[src/common/core_pkg.sv]
package core_pkg;

    // program counter and instruction widths
    localparam int pc_w   = 32;
    localparam int inst_w = 32;

    // first fetch address out of reset
    localparam logic [pc_w-1:0] reset_pc = 32'h8000_0000;

    // addi x0, x0, 0
    localparam logic [inst_w-1:0] inst_nop = 32'h0000_0013;

    // instruction sram window
    localparam logic [pc_w-1:0] isram_base  = 32'h8000_0000;
    localparam int              isram_words = 256;
    localparam int              isram_idx_w = $clog2(isram_words);
    localparam logic [pc_w-1:0] isram_bytes = pc_w'(isram_words * 4);

    // instruction handed to decode, tagged with its pc
    typedef struct packed {
        logic [pc_w-1:0]   pc;
        logic [inst_w-1:0] instr;
        // bus error on the read, instr is then a nop
        logic              fault;
    } fetch_pkt_t;

    // pc change requested by decode
    typedef struct packed {
        logic [pc_w-1:0] target;
        logic            valid;
    } redirect_t;

endpackage

[src/common/axi_pkg.sv]
package axi_pkg;

    // bus widths for the axi-lite links
    localparam int axi_addr_w = 32;
    localparam int axi_data_w = 32;
    // one strobe bit per data byte
    localparam int axi_strb_w = axi_data_w / 8;

    // response code as carried on rresp and bresp
    typedef logic [1:0] axi_resp_t;

    // only okay and slverr are produced here
    localparam axi_resp_t resp_okay   = 2'b00;
    localparam axi_resp_t resp_slverr = 2'b10;

    // read address channel, master to slave
    typedef struct packed {
        logic [axi_addr_w-1:0] araddr;
        logic                  arvalid;
    } axi_ar_t;

    // read data channel, slave to master
    typedef struct packed {
        logic [axi_data_w-1:0] rdata;
        axi_resp_t             rresp;
        logic                  rvalid;
    } axi_r_t;

    // write address channel, master to slave
    typedef struct packed {
        logic [axi_addr_w-1:0] awaddr;
        logic                  awvalid;
    } axi_aw_t;

    // write data channel with byte strobes
    typedef struct packed {
        logic [axi_data_w-1:0] wdata;
        logic [axi_strb_w-1:0] wstrb;
        logic                  wvalid;
    } axi_w_t;

    // write response channel
    typedef struct packed {
        axi_resp_t bresp;
        logic      bvalid;
    } axi_b_t;

    // ready bits run the other way as plain logic

endpackage
[src/ifu/ifu.sv]
`timescale 1ns/1ps

module ifu (
    input  logic                 clk,
    input  logic                 rst_n,
    // read master toward the instruction sram
    output axi_pkg::axi_ar_t     ar,
    input  logic                 arready,
    input  axi_pkg::axi_r_t      r,
    output logic                 rready,
    // pc change from decode
    input  core_pkg::redirect_t  redirect,
    output logic                 redirect_ready,
    // instruction packet toward decode
    output core_pkg::fetch_pkt_t fetch,
    output logic                 fetch_valid,
    input  logic                 fetch_ready
);

    import axi_pkg::*;
    import core_pkg::*;

    typedef enum logic [1:0] {
        st_issue,
        st_wait,
        st_present,
        st_drain
    } state_t;

    state_t                state_q;
    state_t                state_d;
    // architectural pc, follows redirects at once
    logic [pc_w-1:0]       pc_q;
    logic [pc_w-1:0]       pc_d;
    // request still on ar belongs to a dead path
    logic                  stale_q;
    logic                  stale_d;
    logic                  rdy_q;
    logic                  arvalid_q;
    logic                  arvalid_d;
    logic [axi_addr_w-1:0] araddr_q;
    logic [axi_addr_w-1:0] araddr_d;
    logic                  redirect_hit;
    logic                  rsp_err;
    logic                  pkt_load;
    fetch_pkt_t            pkt_q;

    assign redirect_hit = redirect.valid && rdy_q;
    assign rsp_err      = (r.rresp != resp_okay);

    assign ar.araddr      = araddr_q;
    assign ar.arvalid     = arvalid_q;
    assign rready         = (state_q == st_wait) || (state_q == st_drain);
    assign redirect_ready = rdy_q;
    assign fetch          = pkt_q;
    assign fetch_valid    = (state_q == st_present);

    always_comb begin
        state_d   = state_q;
        pc_d      = pc_q;
        stale_d   = stale_q;
        arvalid_d = arvalid_q;
        araddr_d  = araddr_q;
        pkt_load  = 1'b0;
        // redirect always lands in the pc
        if (redirect_hit) begin
            pc_d = redirect.target;
        end
        case (state_q)
            st_issue: begin
                if (!arvalid_q) begin
                    // first request after reset
                    arvalid_d = 1'b1;
                    araddr_d  = pc_d;
                end else if (arready) begin
                    arvalid_d = 1'b0;
                    stale_d   = 1'b0;
                    state_d   = (stale_q || redirect_hit) ? st_drain : st_wait;
                end else if (redirect_hit) begin
                    // araddr must hold, so remember to drop the reply
                    stale_d = 1'b1;
                end
            end
            st_wait: begin
                if (r.rvalid && redirect_hit) begin
                    // reply dropped, go straight to the target
                    state_d   = st_issue;
                    arvalid_d = 1'b1;
                    araddr_d  = pc_d;
                end else if (r.rvalid) begin
                    pkt_load = 1'b1;
                    state_d  = st_present;
                end else if (redirect_hit) begin
                    state_d = st_drain;
                end
            end
            st_drain: begin
                // swallow the old reply, then fetch from pc
                if (r.rvalid) begin
                    state_d   = st_issue;
                    arvalid_d = 1'b1;
                    araddr_d  = pc_d;
                end
            end
            st_present: begin
                // redirect drops an untaken packet, and wins over accept
                if (redirect_hit || fetch_ready) begin
                    if (!redirect_hit) begin
                        pc_d = pc_q + pc_w'(4);
                    end
                    state_d   = st_issue;
                    arvalid_d = 1'b1;
                    araddr_d  = pc_d;
                end
            end
            default: begin
                state_d = st_issue;
            end
        endcase
    end

    always_ff @(posedge clk) begin
        if (!rst_n) begin
            state_q   <= st_issue;
            pc_q      <= reset_pc;
            stale_q   <= 1'b0;
            arvalid_q <= 1'b0;
            rdy_q     <= 1'b0;
        end else begin
            state_q   <= state_d;
            pc_q      <= pc_d;
            stale_q   <= stale_d;
            arvalid_q <= arvalid_d;
            // decode may redirect any cycle
            rdy_q     <= 1'b1;
        end
    end

    // request address and packet payload
    always_ff @(posedge clk) begin
        araddr_q <= araddr_d;
        if (pkt_load) begin
            pkt_q.pc    <= araddr_q;
            pkt_q.instr <= rsp_err ? inst_nop : r.rdata;
            pkt_q.fault <= rsp_err;
        end
    end

endmodule

[config.mk]
export PLATFORM = sky130hd
export DESIGN_NAME = ifu
export DESIGN_NICKNAME = d
export VERILOG_FILES = /design/src/common/core_pkg.sv /design/src/common/axi_pkg.sv /design/src/ifu/ifu.sv
export SDC_FILE = /design/constraint.sdc
export NUM_CORES = 1
export LEC_CHECK = 0
export BUFFER_PORTS_ARGS = -buffer_cell sky130_fd_sc_hd__buf_2
export CAP_MARGIN = 20
export CORE_MARGIN = 5
export CORE_UTILIZATION = 40
export CTS_BUF_LIST = sky130_fd_sc_hd__clkbuf_8 sky130_fd_sc_hd__clkbuf_16
export DETAILED_ROUTE_END_ITERATION = 16
export GPL_ROUTABILITY_DRIVEN = 1
export PLACE_DENSITY = 0.68
export RECOVER_POWER = 25
export SYNTH_ARGS = -nofsm -noshare
export SYNTH_HDL_FRONTEND = slang
export SYNTH_SLANG_ARGS = --single-unit
export TNS_END_PERCENT = 10
[constraint.sdc]
create_clock -name clk -period 4.1 [get_ports clk]
set_input_delay 0.615 -clock clk [delete_from_list [all_inputs] [get_ports clk]]
set_output_delay 0.615 -clock clk [all_outputs]
set_load 0.005 [all_outputs]
# Yosys cells after proc, flatten, opt, wreduce, memory -nomap -nowiden
# Cells that the tools add are included.
[word_totals]
reg_bits = 134
out_inout_bits = 101
latch_bits = 0
rom_bits = 0
n_memories = 0
in_bits = 72
elab_cells = 62
ram_bits = 0
[op_classes]
bitwise = 0
muxes = 30
eq_ne = 10
add_sub_neg = 1
shift = 0
n_div = 0
n_lt_le_gt_ge = 0
n_mul = 0
n_reduce_logical = 12
[ops]
columns = ["cell", "count"]
rows = [
  ["two-way mux 32 bit", 8],
  ["one-hot mux 32 bit (4 select lines)", 1],
  ["adder 32 x 3 -> 32 bit, second input constant", 1],
  ["two-way mux 2 bit", 8],
  ["two-way mux 1 bit", 11],
  ["!= test 2 bit, second input constant", 4],
  ["one-hot mux 2 bit (4 select lines)", 1],
  ["AND reduction 3 bit", 2],
  ["AND reduction 5 bit", 1],
  ["equality test 2 bit, second input constant", 2],
  ["!= test 2 x 1 -> 1 bit, second input constant", 2],
  ["!= test 4 x 3 -> 1 bit, second input constant", 1],
  ["one-hot mux 1 bit (4 select lines)", 1],
  ["AND reduction 4 bit", 1],
  ["nonzero test 2 bit", 2],
  ["logical OR 1 bit", 3],
  ["equality test 2 x 1 -> 1 bit, second input constant", 1],
  ["logical AND 1 bit", 2],
  ["zero test 2 bit", 1],
]

# Depth between registers and ports, before layout
# Gate-level depths: netlist (run 1).
[logic_depth]
word_depth = 6
depth_mapped = 7
depth_no_buf = 5

# Worst setup path after synthesis (run 1)
# Ideal clock, no wire load.
[synth_path]
path_type = "input-to-reg"
startpoint = "in redirect[0] (netlist bit)"
endpoint = "reg araddr_q[0], enable pin"
t_required_ns = 3.668
setup_time_ns = 0.432
path_buffers = 2
path_slack_ns = 0.556
stages = 6
arrival_time_ns = 3.112
path_cell_list = "and2_1 clkbuf_1 clkbuf_1 o21ai_0 a22o_1 a21oi_1"
[synth_via]
elab_chain_len = 4
word_cells_on_any_way = 6
cone_classes = "eq/ne (2); reduce/logical (4)"
[synth_lines]
columns = ["item", "line", "rtl"]
rows = [
  ["start, declared", "ifu.sv:12", "input core_pkg::redirect_t redirect,"],
  ["logical AND 1 bit *", "ifu.sv:48", "assign redirect_hit = redirect.valid && rdy_q;"],
  ["logical AND 1 bit or logical OR 1 bit (tied branches)", "ifu.sv:85, ifu.sv:107", ""],
  ["!= test 2 x 1 -> 1 bit (no line)", "-", ""],
  ["AND reduction 4 bit (no line) *", "-", ""],
  ["end signal, assigned", "ifu.sv:141", "araddr_q <= araddr_d;"],
  ["end, declared", "ifu.sv:41", "logic [axi_addr_w-1:0] araddr_q;"],
]
# Mark *: on every way between the ends. The rest lies on a longest branch, timed or not.
# A chain may end at the register's enable or synchronous reset.

# Worst setup path in the final report (run 1)
[layout_path]
startpoint = "reg rdy_q (netlist: redirect_ready)"
endpoint = "reg araddr_q[22], enable pin"
[layout_via]
elab_chain_len = 4
word_cells_on_any_way = 6
cone_classes = "eq/ne (2); reduce/logical (4)"
[layout_lines]
columns = ["item", "line", "rtl"]
rows = [
  ["start, declared", "ifu.sv:38", "logic rdy_q;"],
  ["start signal, assigned", "ifu.sv:128", "rdy_q <= 1'b0;"],
  ["start signal, assigned", "ifu.sv:135", "rdy_q <= 1'b1;"],
  ["logical AND 1 bit *", "ifu.sv:48", ""],
  ["logical AND 1 bit or logical OR 1 bit (tied branches)", "ifu.sv:85, ifu.sv:107", ""],
  ["!= test 2 x 1 -> 1 bit (no line)", "-", ""],
  ["AND reduction 4 bit (no line) *", "-", ""],
]
# Marks and branches as above.

==> results of run 1 <==
==> per-stage QoR <==
| step | hold WS, ns | area, µm² | cells | power (µW) |
|---|---|---|---|---|
| 2_1_floorplan | 0.437 | 6310 | 574 | 1850 |
| 3_3_place_gp | 0.428 | 7300 | 919 | 2020 |
| 3_5_place_dp | 0.431 | 7330 | 920 | 2030 |
| 4_1_cts | 0.437 | 7920 | 951 | 3590 |
| 5_1_grt | 0.453 | 7900 | 951 | 3710 |
| 6_report | 0.441 | 7900 | 951 | 3540 |
==> report_power, final <==
group	leakage [µW]	internal (µW)	switching, µW
logic	0.00134	142	192
clock network	0.000288	958	587
registers	0.00123	1580	80.0
total	0.00286	2680	859
==> kinds of logic after synthesis <==
kind of cell / synth area share, %
AOI/OAI and AO/OA: 12.1
xor gates and xnor gates: 3.33
adders and majority gates: 0.198
buffers and inverters: 3.95
DFF: 57.9
muxes: 0.337
and+or+nand+nor: 22.2
==> worst max-delay path: cells and delay by family (launching register included) <==
| kind | cells | cell delay (ns) |
|---|---|---|
| AO/OA/AOI/OAI | 3 | 0.60 |
| AND/OR/NAND/NOR | 1 | 0.16 |
| buffers and inverters | 2 | 1.63 |
| flip-flops | 1 | 0.38 |
==> layer usage <==
layer / vias up / part of all wire (%) / GRT usage (%)
met2: 225 / 48 / 30.1
met4: 0 / 1.1 / 5.71
met3: 13 / 7.8 / 4.46
li1: 2513 / - / -
met1: 2484 / 43 / 25.3
met5: - / 0 / 0
==> area by class of cell <==
| type | count | area share [%] |
|---|---|---|
| inverter | 7 | 0.332 |
| clock inverter | 14 | 2.17 |
| timing repair buffer | 180 | 11.8 |
| sequential | 134 | 46.2 |
| multi-input combinational | 383 | 30.7 |
| clock buffer | 17 | 5.38 |
| tap | 216 | 3.42 |
==> sequential cells by signal, summed over array words and instances, names as in the netlist <==
register        flops
araddr_q           32
arvalid_q           1
fetch              65
pc_q               32
redirect_ready      1
stale_q             1
state_q             2
==> final timing paths <==
check | from | endpoint | cells past startpoint
worst max-delay path | redirect_ready | araddr_q[22] | 6
worst max register to register | redirect_ready | araddr_q[22] | 6
worst min register to register | araddr_q[13] | fetch[46] | 0
worst min-delay path | araddr_q[13] | fetch[46] | 0
==> synthesized netlist by cell type (4+ instances only) <==
master	count
sky130_fd_sc_hd__o211ai_1	5
sky130_fd_sc_hd__and3_1	5
sky130_fd_sc_hd__nand4_2	4
sky130_fd_sc_hd__nor3_1	27
sky130_fd_sc_hd__inv_1	6
sky130_fd_sc_hd__a311oi_1	12
sky130_fd_sc_hd__or3_1	13
sky130_fd_sc_hd__o31ai_1	9
sky130_fd_sc_hd__and2_1	33
sky130_fd_sc_hd__a31oi_1	12
sky130_fd_sc_hd__and4_1	7
sky130_fd_sc_hd__clkbuf_1	36
sky130_fd_sc_hd__nor2_1	41
sky130_fd_sc_hd__a211oi_1	19
sky130_fd_sc_hd__nor4_1	21
sky130_fd_sc_hd__buf_4	6
sky130_fd_sc_hd__dfxtp_1	37
sky130_fd_sc_hd__a21oi_1	24
sky130_fd_sc_hd__xor2_1	4
sky130_fd_sc_hd__nand4_1	11
sky130_fd_sc_hd__or4_1	10
sky130_fd_sc_hd__or2_2	4
sky130_fd_sc_hd__o21ai_0	12
sky130_fd_sc_hd__nand2_1	35
sky130_fd_sc_hd__nand3_1	15
sky130_fd_sc_hd__xnor2_1	20
sky130_fd_sc_hd__edfxtp_1	97
==> layout by cell type, fill, tap and decap left out, types with 5 or more instances in the layout <==
cell type | Yosys | final
sky130_fd_sc_hd__a211oi_1 | 19 | 19
sky130_fd_sc_hd__clkbuf_1 | 36 | 12
sky130_fd_sc_hd__a311oi_1 | 12 | 12
sky130_fd_sc_hd__clkbuf_16 | 0 | 17
sky130_fd_sc_hd__o31ai_1 | 9 | 9
sky130_fd_sc_hd__a31oi_1 | 12 | 12
sky130_fd_sc_hd__edfxtp_1 | 97 | 97
sky130_fd_sc_hd__inv_1 | 6 | 6
sky130_fd_sc_hd__and2_0 | 0 | 18
sky130_fd_sc_hd__and2_1 | 33 | 15
sky130_fd_sc_hd__nand4_1 | 11 | 11
sky130_fd_sc_hd__or4_1 | 10 | 10
sky130_fd_sc_hd__or3_1 | 13 | 13
sky130_fd_sc_hd__a21oi_1 | 24 | 23
sky130_fd_sc_hd__nand2_1 | 35 | 34
sky130_fd_sc_hd__inv_6 | 0 | 5
sky130_fd_sc_hd__o21ai_0 | 12 | 12
sky130_fd_sc_hd__and4_1 | 7 | 7
sky130_fd_sc_hd__xnor2_1 | 20 | 20
sky130_fd_sc_hd__nor2_1 | 41 | 41
sky130_fd_sc_hd__dfxtp_1 | 37 | 37
sky130_fd_sc_hd__o211ai_1 | 5 | 5
sky130_fd_sc_hd__nor3_1 | 27 | 27
sky130_fd_sc_hd__nand3_1 | 15 | 15
sky130_fd_sc_hd__nor4_1 | 21 | 21
sky130_fd_sc_hd__buf_2 | 3 | 162
==> metrics.json, run 1 <==
{
  "clocking": {
    "cts_root_buf": "sky130_fd_sc_hd__clkbuf_16",
    "clk_transition_reported_paths_ns": 0.06,
    "post_cts_resized": 0,
    "cts.sinks": 134,
    "cts_made_buffers": 17,
    "htree_num_levels": 4,
    "insertion_delay_of_the_later_clocked_pin_in_the_worst_skew_pair_ns": 0.42,
    "cts_hold_buffers": 0,
    "postCtsSetupRepairBufs": 0,
    "clk_path_buf_depth": 2,
    "cts_tree": "yes"
  },
  "floorplan": {
    "core_region_area_mm2": 0.0157,
    "die_y_um": 136,
    "die_footprint_mm2": 0.0184,
    "design.portCount": 173,
    "floorplan.die.width_um": 136,
    "floorplan.initialDensity_pct": 40.3,
    "num_rows": 46
  },
  "setup_path": {
    "reg2reg_slack_ns": 0.95,
    "timing.critical_path.arrival_ns": 3.20,
    "ordered_cell_list_for_the_critical_path": "and2_1 > clkbuf_1 > o21ai_0 > a22o_1 > a21oi_4 > buf_4",
    "timing_worst_setup_path_type": "flip-flop to flip-flop",
    "cp-start-kind": "flip-flop",
    "critical_path_peak_fanout": 34,
    "end_kind": "flip-flop",
    "worst-endpoint-required_ns": 4.15,
    "critical-path-slowest-cell": "sky130_fd_sc_hd__clkbuf_1",
    "cp_slowest_stage_delay_ns": 1.20
  },
  "routing": {
    "routedWlPerCell_um": 18.1,
    "avgViaCountPerCell": 5.50,
    "first_pass_drt_iterations": 4,
    "detail_route.iter0.violations": 373,
    "drc": 0,
    "finalWirelength_mm": 17.2,
    "route.vias.total": 5235,
    "ant_nets": 0
  },
  "yosys": {
    "yosys_register_bits": 134,
    "mean_instance_size_in_the_synthesized_netlist_um2": 11.0,
    "synth_area_leader": "sky130_fd_sc_hd__edfxtp_1",
    "yosys_warnings": 0,
    "synth-async-reset-ratio_pct": 0,
    "dominantRegCellSynth": "sky130_fd_sc_hd__edfxtp_1",
    "yosys.area.top_type_share_pct": 46.2,
    "synth_nets": 647,
    "syn-cell-area_mm2": 0.00631,
    "synth_cells": 574,
    "seq_area_frac_synth_pct": 57.9,
    "synthDistinctLibCells": 59,
    "post_synth_edffs": 97,
    "synth.top_cells.by_area": "sky130_fd_sc_hd__edfxtp_1, sky130_fd_sc_hd__dfxtp_1, sky130_fd_sc_hd__and2_1"
  },
  "sta": {
    "post-route-worst-setup-slack_ns": 0.950,
    "timing_worst_slew_pin_value_ns": 1.66,
    "finalWorstPathRequiredPeriod_ns": 3.15,
    "tns_ns": 0,
    "rsz_0062_raised_after_global_routing": "false",
    "timing.slew.headroom_pct": -10.6,
    "clock.fmax_ghz": 0.317,
    "report.final.slew_viol_count": 35,
    "period_share_pct": 76.8,
    "finClkSkew_ns": 0.0105,
    "hold_violation_total_from_the_final_report": 0,
    "setup_violating_endpoint_count_in_the_final_report": 0
  },
  "placement": {
    "preCtsSetupSlack_ns": 1.17,
    "port-buffer-count": 172,
    "place_hpwl_mm": 12.4,
    "gp_congestion": 0.860
  },
  "final_layout": {
    "fillCellCount": 1463,
    "final_net_count": 796,
    "antenna_cells_inserted": 0,
    "fin_util_pct": 50.5,
    "post_route_cells_drive_above_1_share_pct": 29.7,
    "final-seq-area_mm2": 0.00365,
    "areaGrowthSynthToFinish_pct": 25.2,
    "multiInputGateArea_mm2": 0.00242
  },
  "worst_hold_path": {
    "timing.hold.worst.class": "flip-flop to flip-flop"
  },
  "global_route": {
    "global_route_wire_length_before_repair_mm": 26.9,
    "grt_overflow": 0,
    "grt_util_all_layers_pct": 18.7,
    "grt_max_degree": 64,
    "initial_antenna_violation_count": 0,
    "first_global_vias": 5049
  },
  "power_and_ir_drop": {
    "vdd_ir_drop_max_uv": 267,
    "cellPowerDensity_mw_per_mm2": 448,
    "p_leak_uw": 0.00286
  },
  "run": {
    "maxCapViolCount": 1
  },
  "status": {
    "failed_checks": "capacitance limit, slew limit",
    "outcome": "complete, but fails checks"
  }
}
(Power assumes the default switching activity.)
==> run 2: changes to the inputs <==
--- a/config.mk
+++ b/config.mk
@@ -12,7 +12,7 @@
 export CTS_BUF_LIST = sky130_fd_sc_hd__clkbuf_8 sky130_fd_sc_hd__clkbuf_16
 export DETAILED_ROUTE_END_ITERATION = 16
 export GPL_ROUTABILITY_DRIVEN = 1
-export PLACE_DENSITY = 0.68
+export PLACE_DENSITY = 0.7
 export RECOVER_POWER = 25
 export SYNTH_ARGS = -nofsm -noshare
 export SYNTH_HDL_FRONTEND = slang
==> constraint.sdc (replaced) <==
create_clock -name clk -period 2.6 [get_ports clk]
set_input_delay 0.39 -clock clk [delete_from_list [all_inputs] [get_ports clk]]
set_output_delay 0.39 -clock clk [all_outputs]
set_load 0.005 [all_outputs]
==> metrics.json, run 2 (synthesis gave the netlist of run 1 again) <==
{
  "setup_path": {
    "critical_path.reg2reg.startpoint": "pc_q[2]",
    "reg2regPathDepth": {"value": 7, "change": "+1"},
    "critical-path-slowest-cell": "sky130_fd_sc_hd__nor4_1",
    "critical_path_peak_fanout": {"value": 12, "change": "-65%"},
    "critical_path.reg2reg.endpoint": "araddr_q[30]",
    "end_kind": "flip-flop",
    "reg2reg_slack": {"value": 0.15, "unit": "ns", "change": "-0.80 ns"},
    "timing.critical_path.arrival": {"value": 2.67, "unit": "ns", "change": "-0.53 ns"},
    "cp-start-kind": "flip-flop",
    "critical_path.most_common_cell": "sky130_fd_sc_hd__buf_4",
    "timing_worst_setup_path_type": "flip-flop to flip-flop",
    "cp_slowest_stage_delay": {"value": 0.51, "unit": "ns", "change": "-0.69 ns"},
    "ordered_cell_list_for_the_critical_path": "ha_1 > nand3_1 > buf_4 > nor4_1 > buf_4 > a311oi_1 > nor3_1",
    "worst-endpoint-required": {"value": 2.82, "unit": "ns", "change": "-1.33 ns"}
  },
  "placement": {
    "port-buffer-count": {"value": 172, "change": "unchanged"},
    "gp_congestion": {"value": 0.905, "change": "+5.2%"},
    "place_hpwl": {"value": 12.8, "unit": "mm", "change": "+3.2%"},
    "preCtsSetupSlack": {"value": 0.227, "unit": "ns", "change": "-0.947 ns"}
  },
  "clocking": {
    "clk_transition_reported_paths": {"value": 0.06, "unit": "ns", "change": "about the same"},
    "postCtsSetupRepairBufs": {"value": 0, "change": "unchanged"},
    "cts_root_buf": "sky130_fd_sc_hd__clkbuf_16",
    "post_cts_resized": {"value": 0, "change": "unchanged"},
    "cts.sinks": {"value": 134, "change": "unchanged"},
    "insertion_delay_of_the_later_clocked_pin_in_the_worst_skew_pair": {"value": 0.42, "unit": "ns", "change": "about the same"},
    "cts_hold_buffers": {"value": 0, "change": "unchanged"},
    "cts_tree": "yes",
    "clk_path_buf_depth": {"value": 2, "change": "unchanged"},
    "cts_made_buffers": {"value": 17, "change": "unchanged"},
    "htree_num_levels": {"value": 4, "change": "unchanged"}
  },
  "global_route": {
    "grt_util_all_layers": {"value": 18.6, "unit": "%", "change": "-0.090 points"},
    "first_global_vias": {"value": 5253, "change": "+4.0%"},
    "grt_max_degree": {"value": 47, "change": "-27%"},
    "global_route_wire_length_before_repair": {"value": 27.1, "unit": "mm", "change": "+0.56%"},
    "initial_antenna_violation_count": {"value": 0, "change": "unchanged"},
    "grt_overflow": {"value": 0, "change": "unchanged"}
  },
  "sta": {
    "timing.slew.headroom": {"value": 33.6, "unit": "%", "change": "+44 points"},
    "hold_violation_total_from_the_final_report": {"value": 0, "change": "unchanged"},
    "rsz_0062_raised_after_global_routing": "false",
    "finClkSkew": {"value": 0.00622, "unit": "ns", "change": "-0.00424 ns"},
    "timing_worst_slew_pin_value": {"value": 0.996, "unit": "ns", "change": "-0.663 ns"},
    "finalWorstPathRequiredPeriod": {"value": 2.45, "unit": "ns", "change": "-0.698 ns"},
    "tns": {"value": 0, "unit": "ns", "change": "unchanged"},
    "report.final.slew_viol_count": {"value": 0, "change": "-100%"},
    "clock.fmax": {"value": 0.408, "unit": "GHz", "change": "+28%"},
    "period_share": {"value": 94.3, "unit": "%", "change": "+17 points"},
    "setup_violating_endpoint_count_in_the_final_report": {"value": 0, "change": "unchanged"},
    "post-route-worst-setup-slack": {"value": 0.147, "unit": "ns", "change": "-0.802 ns"}
  },
  "floorplan": {
    "floorplan.die.width": {"value": 136, "unit": "µm", "change": "unchanged"},
    "core_region_area": {"value": 0.0157, "unit": "mm²", "change": "unchanged"},
    "num_rows": {"value": 46, "change": "unchanged"},
    "die_footprint": {"value": 0.0184, "unit": "mm²", "change": "unchanged"},
    "die_y": {"value": 136, "unit": "µm", "change": "unchanged"},
    "design.portCount": {"value": 173, "change": "unchanged"},
    "floorplan.initialDensity": {"value": 40.3, "unit": "%", "change": "unchanged"}
  },
  "final_layout": {
    "post_route_cells_drive_above_1_share": {"value": 31.4, "unit": "%", "change": "+1.7 points"},
    "most_frequent_standard_cell_in_the_layout_excluding_fill_and_tap_cells": "sky130_fd_sc_hd__buf_2",
    "areaGrowthSynthToFinish_pct": 26.9,
    "final_net_count": {"value": 809, "change": "+1.6%"},
    "antenna_cells_inserted": {"value": 0, "change": "unchanged"},
    "fillCellCount": {"value": 1458, "change": "-0.34%"},
    "layout_common_cells": "sky130_fd_sc_hd__buf_2, sky130_fd_sc_hd__edfxtp_1, sky130_fd_sc_hd__nor2_1, sky130_fd_sc_hd__dfxtp_1, sky130_fd_sc_hd__nand2_1",
    "largest_register_ff_count": {"value": 65, "change": "unchanged"}
  },
  "run": {
    "maxCapViolCount": {"value": 0, "change": "-1"}
  },
  "routing": {
    "route.vias.total": {"value": 5313, "change": "+1.5%"},
    "avgViaCountPerCell": {"value": 5.51, "change": "about the same"},
    "first_pass_drt_iterations": {"value": 7, "change": "+3"},
    "routedWlPerCell": {"value": 18.0, "unit": "µm", "change": "-0.72%"},
    "detail_route.iter0.violations": {"value": 515, "change": "+38%"},
    "finalWirelength": {"value": 17.4, "unit": "mm", "change": "+0.74%"},
    "drc": {"value": 0, "change": "unchanged"},
    "ant_nets": {"value": 0, "change": "unchanged"}
  },
  "power_and_ir_drop": {
    "cellPowerDensity": {"value": 700, "unit": "mW/mm²", "change": "+56%"},
    "p_leak": {"value": 0.00292, "unit": "µW", "change": "+2.3%"},
    "vdd_ir_drop_max": {"value": 475, "unit": "µV", "change": "+78%"},
    "report.power.total": {"value": 5610, "unit": "µW", "change": "+58%"}
  },
  "worst_hold_path": {
    "whs_endpoint": "pc_q[28]",
    "hp-start": "redirect[29]",
    "timing.hold.worst.class": "input port to flip-flop",
    "timing.hold.worst_path_depth": {"value": 3, "change": "+3"}
  },
  "status": {
    "outcome": "complete, no violations"
  }
}
-- run 2: critical path, delay by kind of cell (launching register included) --
family | cells | cell delay [ns]
compound gates | 1 | 0.10
fa+ha+maj | 1 | 0.26
flops | 1 | 0.47
simple gates | 3 | 0.94
buf+inv | 2 | 0.48
-- run 2: worst max path at each step --
stage,start,endpoint,cells after the start
finish,pc_q[2],araddr_q[30],7
global route,pc_q[2],araddr_q[30],7
CTS,pc_q[2],araddr_q[30],7
detailed placement,pc_q[2],araddr_q[30],7
global placement,pc_q[2],araddr_q[30],7
floorplan,state_q[0],araddr_q[0],6
-- run 2: metal layers --
layer / up-vias / global-route usage, % / part of all wire, %
met3: 24 / 3.71 / 7.9
met1: 2537 / 24.3 / 43
met5: - / 0 / 0
met2: 232 / 30.9 / 47
met4: 0 / 6.66 / 1.8
li1: 2520 / - / -
-- run 2: final cells by class --
class                   instances  area [µm²]  area share (%)
well taps                     216         270            3.38
clock buffers                  17         425            5.31
repair buffers                193        1030            12.9
multi-input cells             383        2420            30.3
clock inverters                15         179            2.23
inverters                       7        26.3           0.328
flip-flops and latches        134        3650            45.6
-- run 2: report_power, final --
group | switching (µW) | internal, µW
Clock | 922 | 1510
Sequential | 127 | 2500
Combinational | 312 | 237
-- run 2: stage by stage --
step	cells	util [%]	cell area, µm²	hold WS, ns
6_report	965	51.1	8010	0.235
5_1_grt	965	51.1	8010	0.225
2_1_floorplan	574	-	6320	0.418
3_3_place_gp	933	47.4	7420	0.430
4_1_cts	965	51.2	8020	0.208
3_5_place_dp	933	47.4	7420	0.431
